`src/logic/core_mem_pkg.sv`:
```
package core_mem_pkg;

	localparam int LANE_W = 8;
	localparam int LANES = 16;
	localparam int LINE_W = LANE_W * LANES;
	localparam int WORD_W = 16;
	localparam int WORDS_PER_LINE = LINE_W / WORD_W;
	localparam int WORD_IDX_W = $clog2(WORDS_PER_LINE);
	localparam int HOST_ADDR_W = 14;
	localparam int CMEM_ADDR_W = 12;
	localparam int USER_W = 2;
	// Wide enough for the 1536-row weight memory
	localparam int RAM_ROW_W = 11;

	// Weight view, regions 1 to 3
	typedef struct packed {
		logic [1:0] region;
		logic [HOST_ADDR_W-2-WORD_IDX_W-1:0] row;
		logic [WORD_IDX_W-1:0] word;
	} wmem_host_addr_t;

	// Cache view, region 0 only
	typedef struct packed {
		logic [1:0] region;
		logic [USER_W-1:0] user;
		logic [HOST_ADDR_W-2-USER_W-WORD_IDX_W-1:0] row;
		logic [WORD_IDX_W-1:0] word;
	} kv_host_addr_t;

	typedef union packed {
		wmem_host_addr_t wmem;
		kv_host_addr_t kv;
	} host_addr_u;

	typedef struct packed {
		logic wen;
		logic ren;
		host_addr_u addr;
		logic [WORD_W-1:0] wdata;
	} host_req_t;

	// Top address bit picks the cache
	typedef struct packed {
		logic wen;
		logic ren;
		logic [CMEM_ADDR_W-1:0] addr;
		logic [LINE_W-1:0] data;
	} cmem_req_t;

	typedef struct packed {
		logic wen;
		logic ren;
		logic [RAM_ROW_W-1:0] row;
		logic [LINE_W-1:0] data;
		logic [LINE_W-1:0] ben;
	} ram_req_t;

endpackage

```
`src/logic/sweep_counter.sv`:
```
module sweep_counter
	import core_mem_pkg::*;
#(
	parameter int KV_USER_DEPTH = 128,
	parameter int MAX_USERS = 4
) (
	input  logic clk,
	input  logic rstn,
	input  logic load,
	input  logic run,
	input  logic [USER_W-1:0] user,
	output logic [$clog2(KV_USER_DEPTH * MAX_USERS)-1:0] row,
	output logic last_row
);

	localparam int ROW_W = $clog2(KV_USER_DEPTH * MAX_USERS);

	logic [ROW_W-1:0] first_row;
	logic [ROW_W-1:0] end_row;

	assign first_row = ROW_W'(user) * ROW_W'(KV_USER_DEPTH);

	always_ff @(posedge clk or negedge rstn) begin
		if (!rstn) begin
			row <= '0;
			end_row <= '0;
		end else if (load) begin
			row <= first_row;
			end_row <= first_row + ROW_W'(KV_USER_DEPTH - 1);
		end else if (run) begin
			row <= row + 1'b1;
		end
	end

	assign last_row = row == end_row;

endmodule

```
`config.mk`:
```
export PLATFORM = sky130hd
export DESIGN_NAME = sweep_counter
export DESIGN_NICKNAME = d
export VERILOG_FILES = /design/src/logic/core_mem_pkg.sv /design/src/logic/sweep_counter.sv
export SDC_FILE = /design/constraint.sdc
export NUM_CORES = 1
export LEC_CHECK = 0
export ABC_AREA = 1
export BUFFER_PORTS_ARGS = -buffer_cell sky130_fd_sc_hd__buf_2
export CAP_MARGIN = 20
export CORE_UTILIZATION = 45
export DETAILED_ROUTE_END_ITERATION = 8
export PLACE_DENSITY = 0.75
export SLEW_MARGIN = 15
export SYNTH_ARGS = -nofsm -noshare
export SYNTH_HDL_FRONTEND = slang
export SYNTH_SLANG_ARGS = --single-unit
```
`constraint.sdc`:
```
create_clock -name clk -period 3.3 [get_ports clk]
set_clock_uncertainty 0.1 [all_clocks]
set_input_delay 0.495 -clock clk [delete_from_list [all_inputs] [get_ports clk]]
set_output_delay 0.495 -clock clk [all_outputs]
set_load 0.02 [all_outputs]
```
==> reports/qor.yml <==
synth_xor_area_share_pct: 0
post_cts_resized: 0
cts_tree: "built"
tns_ns: 0
arrival_ns: 1.38
antenna_left: 0
insertedDiodeCount: 0
clockBufferDepth: 2
setup_viol: 0
synth_compound_area_share_pct: 11.05
critPathKind: "register to primary output"
insertion_delay_ns: 0.27
period_share_pct: 59.98
r2r-end: "row[8]"
finalCriticalPeriod_ns: 1.979
syn_area_um2: 668.1
clk_pin_slew_ns: 0.07
antenna_found_initial: 0
grt_max_degree: 13
status: "completed"
io_pins: 16
power_density_mw_per_mm2: 366.4
crit_path_end_kind: "primary output"
track_usage_pct: 20.87
ys_seq_area_share_pct: 44.94
cp-endpoint: "last_row"
tightest_slew_ns: 0.2673
cp_data_required_time_ns: 2.70
syn_inst: 90
fmax_ghz: 0.5052
grt_overflow: 0
r2r_cells: 6
path_max_fanout: 5
drv_cap: 0
nets: 118
grt_pass1_wl_um: 2214
yosysTopAreaCell: "dfrtp_1"
drt_wl_total_um: 1394
grt_setup_unrepaired: "false"
syn_to_final_growth_pct: 18.91
dr.pass1.iters: 5
cts_root_buf: "clkbuf_4"
synthAdderAreaFrac_pct: 1.873
synth_top_family_by_area: "simple AND/OR/NAND/NOR gates"
start_util_pct: 50.09
hold_class: "primary input to register"
die_x_um: 40.53
n_fill_cell: 129
ir_worst_vdd_mv: 0.1760
globalplace.congestion: 0.8148
clock_sinks: 12
r2r_start: "row[1]"
htree_num_levels: 1
post_synth.cell_area_avg_um2: 7.424
hold-worst-slack_ns: 0.3460
reg2reg_slack_ns: 2.03
core-area_mm2: 0.001334
p_leak_nw: 0.3903
drt_iter0_drc: 16
hold_violations: 0
vias_per_cell: 5.081
crit_start: "row[3]"
start_kind: "register"
syn-num-nets: 97
numPortBuffers: 15
synth_top_area_share_pct: 44.94
ys_top_cells_by_area: "dfrtp_1 (45%), nand2_1 (15%), nor2_1 (6.7%)"
synth.distinct_cells: 18
dp_hpwl_um: 1073
grt_pass1_vias: 533
rows: 13
slew_viol_final: 0
ys_ff_latch: 12
drive_gt1_share_pct: 24.77
dieArea_mm2: 0.001643
power.total_mw: 0.2911
slew_headroom_pct: 82.18
drc: 0
muxShareOfSynthArea_pct: 0
synth-simple-area-share_pct: 35.96
die_y_um: 40.53
wl_per_cell_um: 11.24
yosysWarnings: 0
via_count: 630
post_cts_buffers: 0
cts_buffers: 3
[flip-flops by register name, indices dropped and copies added, names as in the netlist]
| name | flops |
|---|---|
| end_row | 3 |
| row | 9 |
[layout make-up]
type / instances / area, um2 / share of cell area (%)
Inverter: 11 / 41.29 / 5.197
Tap cell: 15 / 18.77 / 2.362
Timing Repair Buffer: 16 / 85.08 / 10.71
Sequential cell: 12 / 300.3 / 37.80
Clock buffer: 3 / 22.52 / 2.835
Multi-Input combinational cell: 67 / 326.6 / 41.10
[cell usage after synthesis]
master / instances
nand2_1: 26
dfrtp_1: 12
nor2_1: 12
inv_1: 9
a21oi_1: 5
nand3_1: 5
o21ai_0: 5
nor2_2: 3
a21boi_0: 2
inv_2: 2
nand4_1: 2
a22o_1: 1
ha_1: 1
nand2_2: 1
nand3_2: 1
nand3b_1: 1
nor2_4: 1
or2_2: 1
[how the worst min path moves through the flow]
stage	start	end	slack, ns	cells after the start
4_1_cts	user[0]	end_row[7]	0.34	3
5_1_grt	user[0]	end_row[7]	0.38	3
3_3_place_gp	rstn	row[5]	0.29	1
2_1_floorplan	rstn	end_row[6]	0.1	0
6_report	user[0]	end_row[7]	0.35	3
3_5_place_dp	rstn	row[5]	0.29	1
[logic make-up after synthesis]
kind of cell | count (synthesis)
AND/OR/NAND/NOR | 53
AO/OA/AOI/OAI | 13
flip-flops | 12
buffers and inverters | 11
adder cells (fa/ha/maj) | 1
[where the power goes]
part | internal, mW | switching (mW)
logic | 0.0147 | 0.0266
clock network | 0.0422 | 0.0466
registers | 0.154 | 0.00731
total | 0.211 | 0.0805
[critical path: stages (launching register included)]
cell	delay (ns)
dfrtp_1	0.41
nand2_1	0.13
nor2_2	0.19
nand2_1	0.08
a21oi_1	0.14
buf_2	0.18
[per-stage QoR]
step | instances | worst slack [ns] | utilization [%] | cell area (um2)
final | 124 | 1.321 | 59.57 | 794.5
after floorplan | 90 | 1.482 | - | 668.1
after detailed placement | 120 | 1.624 | 57.13 | 762.0
after global placement | 120 | 1.665 | 57.13 | 762.0
after CTS | 124 | 1.331 | 59.57 | 794.5
after global routing | 124 | 1.136 | 59.57 | 794.5
[repair_timing]
action / 4_1_cts / 5_1_grt
hold endpoints to repair: 12 / 0
hold buffers: 1 / 0
setup endpoints to repair: 0 / 0
[cell usage in the layout (no fill, tap or decap), drive strengths merged]
| cell type | instances |
|---|---|
| a21boi | 2 |
| a21oi | 5 |
| a22o | 1 |
| buf | 15 |
| clkbuf | 3 |
| dfrtp | 12 |
| dlygate4sd3 | 1 |
| ha | 1 |
| inv | 11 |
| nand2 | 27 |
| nand3 | 6 |
| nand3b | 1 |
| nand4 | 2 |
| nor2 | 16 |
| o21ai | 5 |
| or2 | 1 |
[layer usage]
layer	track usage, %	routed length [um]	vias to the layer above
li1	-	-	330
met1	29.73	704	280
met2	28.97	627	18
met3	3.333	47	2
met4	12.50	14	0
met5	0	0	-
Power figures use the tool's default switching activity.
