[src/logic/core_mem_pkg.sv]
package core_mem_pkg;

	localparam int LANE_W = 8;
	localparam int LANES = 16;
	localparam int LINE_W = LANE_W * LANES;
	localparam int WORD_W = 16;
	localparam int WORDS_PER_LINE = LINE_W / WORD_W;
	localparam int WORD_IDX_W = $clog2(WORDS_PER_LINE);
	localparam int HOST_ADDR_W = 14;
	localparam int CMEM_ADDR_W = 12;
	localparam int USER_W = 2;
	// Wide enough for the 1536-row weight memory
	localparam int RAM_ROW_W = 11;

	// Weight view, regions 1 to 3
	typedef struct packed {
		logic [1:0] region;
		logic [HOST_ADDR_W-2-WORD_IDX_W-1:0] row;
		logic [WORD_IDX_W-1:0] word;
	} wmem_host_addr_t;

	// Cache view, region 0 only
	typedef struct packed {
		logic [1:0] region;
		logic [USER_W-1:0] user;
		logic [HOST_ADDR_W-2-USER_W-WORD_IDX_W-1:0] row;
		logic [WORD_IDX_W-1:0] word;
	} kv_host_addr_t;

	typedef union packed {
		wmem_host_addr_t wmem;
		kv_host_addr_t kv;
	} host_addr_u;

	typedef struct packed {
		logic wen;
		logic ren;
		host_addr_u addr;
		logic [WORD_W-1:0] wdata;
	} host_req_t;

	// Top address bit picks the cache
	typedef struct packed {
		logic wen;
		logic ren;
		logic [CMEM_ADDR_W-1:0] addr;
		logic [LINE_W-1:0] data;
	} cmem_req_t;

	typedef struct packed {
		logic wen;
		logic ren;
		logic [RAM_ROW_W-1:0] row;
		logic [LINE_W-1:0] data;
		logic [LINE_W-1:0] ben;
	} ram_req_t;

endpackage

[src/logic/host_word_port.sv]
module host_word_port
	import core_mem_pkg::*;
#(
	parameter bit IS_KV = 1'b0
) (
	input  logic clk,
	input  logic rstn,
	input  host_req_t host,
	output ram_req_t line_req,
	input  logic [LINE_W-1:0] line_rdata,
	output logic [WORD_W-1:0] word,
	output logic word_vld
);

	logic hit;
	logic [RAM_ROW_W-1:0] row;
	logic [WORD_IDX_W-1:0] idx;
	logic [LINE_W-1:0] ben;
	logic wen_q;
	logic ren_q;
	logic [RAM_ROW_W-1:0] row_q;
	logic [LINE_W-1:0] data_q;
	logic [LINE_W-1:0] ben_q;
	logic [WORD_IDX_W-1:0] idx_q1;
	logic [WORD_IDX_W-1:0] idx_q2;

	always_comb begin
		if (IS_KV) begin
			hit = host.addr.kv.region == 2'd0;
			row = RAM_ROW_W'({host.addr.kv.user, host.addr.kv.row});
			idx = host.addr.kv.word;
		end else begin
			// Region 1 maps to weight row 0
			hit = host.addr.wmem.region != 2'd0;
			row = {host.addr.wmem.region - 2'd1, host.addr.wmem.row};
			idx = host.addr.wmem.word;
		end
		ben = '0;
		ben[idx * WORD_W +: WORD_W] = '1;
	end

	always_ff @(posedge clk or negedge rstn) begin
		if (!rstn) begin
			wen_q <= 1'b0;
			ren_q <= 1'b0;
			word_vld <= 1'b0;
		end else begin
			wen_q <= host.wen && hit;
			ren_q <= host.ren && hit;
			word_vld <= ren_q;
		end
	end

	always_ff @(posedge clk) begin
		row_q <= row;
		data_q <= {WORDS_PER_LINE{host.wdata}};
		ben_q <= ben;
		idx_q1 <= idx;
		idx_q2 <= idx_q1;
	end

	always_comb begin
		line_req.wen = wen_q;
		line_req.ren = ren_q;
		line_req.row = row_q;
		line_req.data = data_q;
		line_req.ben = ben_q;
	end

	// Word lines up with the registered RAM output
	assign word = line_rdata[idx_q2 * WORD_W +: WORD_W];

endmodule

[config.mk]
export PLATFORM = sky130hd
export DESIGN_NAME = host_word_port
export DESIGN_NICKNAME = d
export VERILOG_FILES = /design/src/logic/core_mem_pkg.sv /design/src/logic/host_word_port.sv
export SDC_FILE = /design/constraint.sdc
export NUM_CORES = 1
export LEC_CHECK = 0
export BUFFER_PORTS_ARGS = -buffer_cell sky130_fd_sc_hd__clkbuf_2
export CORE_AREA = 4 4 170 172
export CTS_CLUSTER_SIZE = 14
export DETAILED_ROUTE_END_ITERATION = 10
export DIE_AREA = 0 0 174 176
export PLACE_DENSITY = 0.46
export SLEW_MARGIN = 10
export SYNTH_ARGS = -nofsm -noshare
export SYNTH_HDL_FRONTEND = slang
export SYNTH_SLANG_ARGS = --single-unit
[constraint.sdc]
create_clock -name clk -period 4.7 [get_ports clk]
set_input_delay 0.47 -clock clk [delete_from_list [all_inputs] [get_ports clk]]
set_output_delay 0.47 -clock clk [all_outputs]
set_load 0.005 [all_outputs]
==> results.cfg <==
[synthesis]
synth_top_cell_by_area = buf_4
netlist_area_sq_mm = 0.00388
synth_top_family_by_area = buffers and inverters
async_reset_ff_share_pct = 6.82
synth_cells = 361
yosys_warnings = 0
yosysMostFrequentCell = buf_4
yosysSeqAreaShare_pct = 23.1
syn_nets = 527
synthDistinctLibCells = 19
synth-adder-area-share_pct = 1.29
synth.area.mux_share_pct = 25.9
synthTopCellsByArea = buf_4, dfxtp_1, mux4_1, mux2_2, mux4_2
synth_top_area_share_pct = 45.2
synth-simple-area-share_pct = 2.00
synth_xor_area_share_pct = 0
synth_seq_cells = 44
synth_ff_type = dfxtp_1
yosys-top-cells-count = buf_4, dfxtp_1, mux4_1
synth_compound_area_share_pct = 0.193
avgSynthCellArea_sq_um = 10.8
synth_edf_count = 0

[sta]
min_period_ns = 2.80
drv_slew = 0
setup_slack_ns = 1.90
min_period_over_period_pct = 59.5
rsz0062_at_grt = false
whs_ns = 0.267
hold_viol_final = 0
setup_tns_ns = 0
finalSetupViolations = 0
max-slew-margin-rel_pct = 38.6
tightestPinTransition_ns = 0.921
max_freq_mhz = 357
clock_skew_ns = 0.000556

[clock_tree]
clock-root-buffer = clkbuf_16
htree_levels = 2
cts_setup_buffers = 0
worstSkewPairLatency_ns = 0.29
clk_pin_slew_ns = 0.07
cts_tree = yes
cts_buffers = 5
cts_max_path_buffers = 2
clock_sinks = 44

[power]
p_leak_nw = 2.86
ir_worst_vdd_mv = 0.0997
power_density_mw_per_mm2 = 239

[detailed_routing]
wl_per_cell_microns = 14.8
drt_pass1_iterations = 4
vias = 3050
via_per_inst = 3.31
totalWireLength_mm = 13.6
drc_errors = 0
drt_iter0_markers = 76
final_antenna_net_count = 0

[placement]
gp_congestion = 0.823
io_buffers = 447
dp_hpwl_mm = 12.0
dp_slack_ns = 2.19
dpl_cell_area_sq_mm = 0.00474

[critical_path]
cp_max_fo = 32
worstPathCellList = mux4_1 -> mux2_2 -> clkbuf_2
reg2reg_to = word_vld
crit_end = word[8]
cp.arrival_ns = 2.33
cpMaxStageDelayCell = dfxtp_2
cp-end-kind = output port
reg2reg_slack_ns = 4.21
worstSetupStartpoint = idx_q2[0]
crit_type = register to output port
cp.depth = 3
start_kind = register
reg2reg_depth = 0
cp_num_buf_inv = 1
critPathRequiredTime_ns = 4.23
cp_top_family = multiplexers
r2r_start = ren_q
max_stage_delay_ns = 0.92

[global_route]
antenna_found_initial = 0
grt.overflow.total = 0
grtUsageTotal_pct = 8.07
grt_pass1_vias = 3069
grt_pass1_wl_mm = 18.7
grt_max_degree = 33

[finish]
drive_gt1_share_pct = 83.1
diodes = 0
nets = 740
syn_to_final_growth_pct = 26.7
nFillCells = 3110
stdcell_area_sq_mm = 0.00492
multi_input_area_sq_mm = 0.00114
seq_area_sq_um = 897

[die]
dieHeight_microns = 176
dieArea_sq_mm = 0.0306
core-area_sq_mm = 0.0275
ios = 448
num_rows = 61
initial_utilization_pct = 14.1
die_w_microns = 174

[worst_hold_path]
hold_class = input pin to register

[job]
max_cap_viol_count = 0

[outcome]
outcome = complete, no violations
## state kept, by name, summed over array words and instances, names as in the netlist
signal and cells:
idx_q2 3, ren_q 1, data_q 16, wen_q 1, ben_q 8, idx_q1 3, row_q 11, word_vld 1
## cells by family after synthesis
kind of cell             count (synthesis)
buffers and inverters                  250
AND/OR/NAND/NOR                         14
flip-flops                              44
adder cells (fa/ha/maj)                  4
multiplexers                            48
AO/OA/AOI/OAI                            1
## per-layer routing
metal	vias to the layer above	track usage, %	wire length [microns]
met5	-	0	0
met4	0	3.60	463
met3	18	3.00	1580
met2	282	14.5	6860
met1	1335	8.41	4740
li1	1415	-	-
## power breakdown
part | switching (mW) | total (mW) | internal [mW]
combinational | 0.124 | 0.316 | 0.192
clock | 0.171 | 0.424 | 0.253
sequential | 0.0402 | 0.434 | 0.394
## layout make-up
class                           count  area share [%]
Clock buffer                        5            2.54
Clock inverter                      3           0.940
Inverter                            7           0.534
Multi-Input combinational cell     67            23.2
Sequential cell                    44            18.2
Tap cell                          346            8.79
Timing Repair Buffer              449            45.8
## worst min-delay path by stage
stage | startpoint | endpoint | slack, ns | depth (start not counted)
floorplan | rstn | ren_q | 0.17 | 0
global placement | rstn | wen_q | 0.27 | 1
detailed placement | rstn | word_vld | 0.27 | 1
CTS | host[12] | data_q[124] | 0.24 | 1
global route | host[14] | data_q[126] | 0.25 | 1
finish | host[12] | data_q[124] | 0.27 | 1
## through the flow
step | total power [mW] | utilization, % | std cells
floorplan | 0.677 | - | 361
global placement | 0.767 | 17.3 | 912
detailed placement | 0.768 | 17.3 | 912
CTS | 1.22 | 17.9 | 921
global route | 1.25 | 17.9 | 921
finish | 1.17 | 17.9 | 921
## layout by cell type, fill, tap and decap left out, drive strengths merged
| master | instances |
|---|---|
| clkbuf | 452 |
| nand2b | 2 |
| nor2b | 2 |
| dfxtp | 41 |
| nand2 | 1 |
| nor2 | 2 |
| mux2 | 16 |
| mux4 | 32 |
| bufinv | 1 |
| buf | 1 |
| clkinvlp | 1 |
| inv | 8 |
| dfrtp | 3 |
| o21bai | 1 |
| nor3 | 5 |
| nor4 | 1 |
| or4b | 1 |
| dlygate4sd3 | 1 |
| ha | 4 |
## repair_timing
action                                 4_1_cts  5_1_grt
resized for setup                            0        0
hold buffers                                 1        0
endpoints found under the hold margin        3        0
No activity file was read; power rests on OpenSTA's default activity.
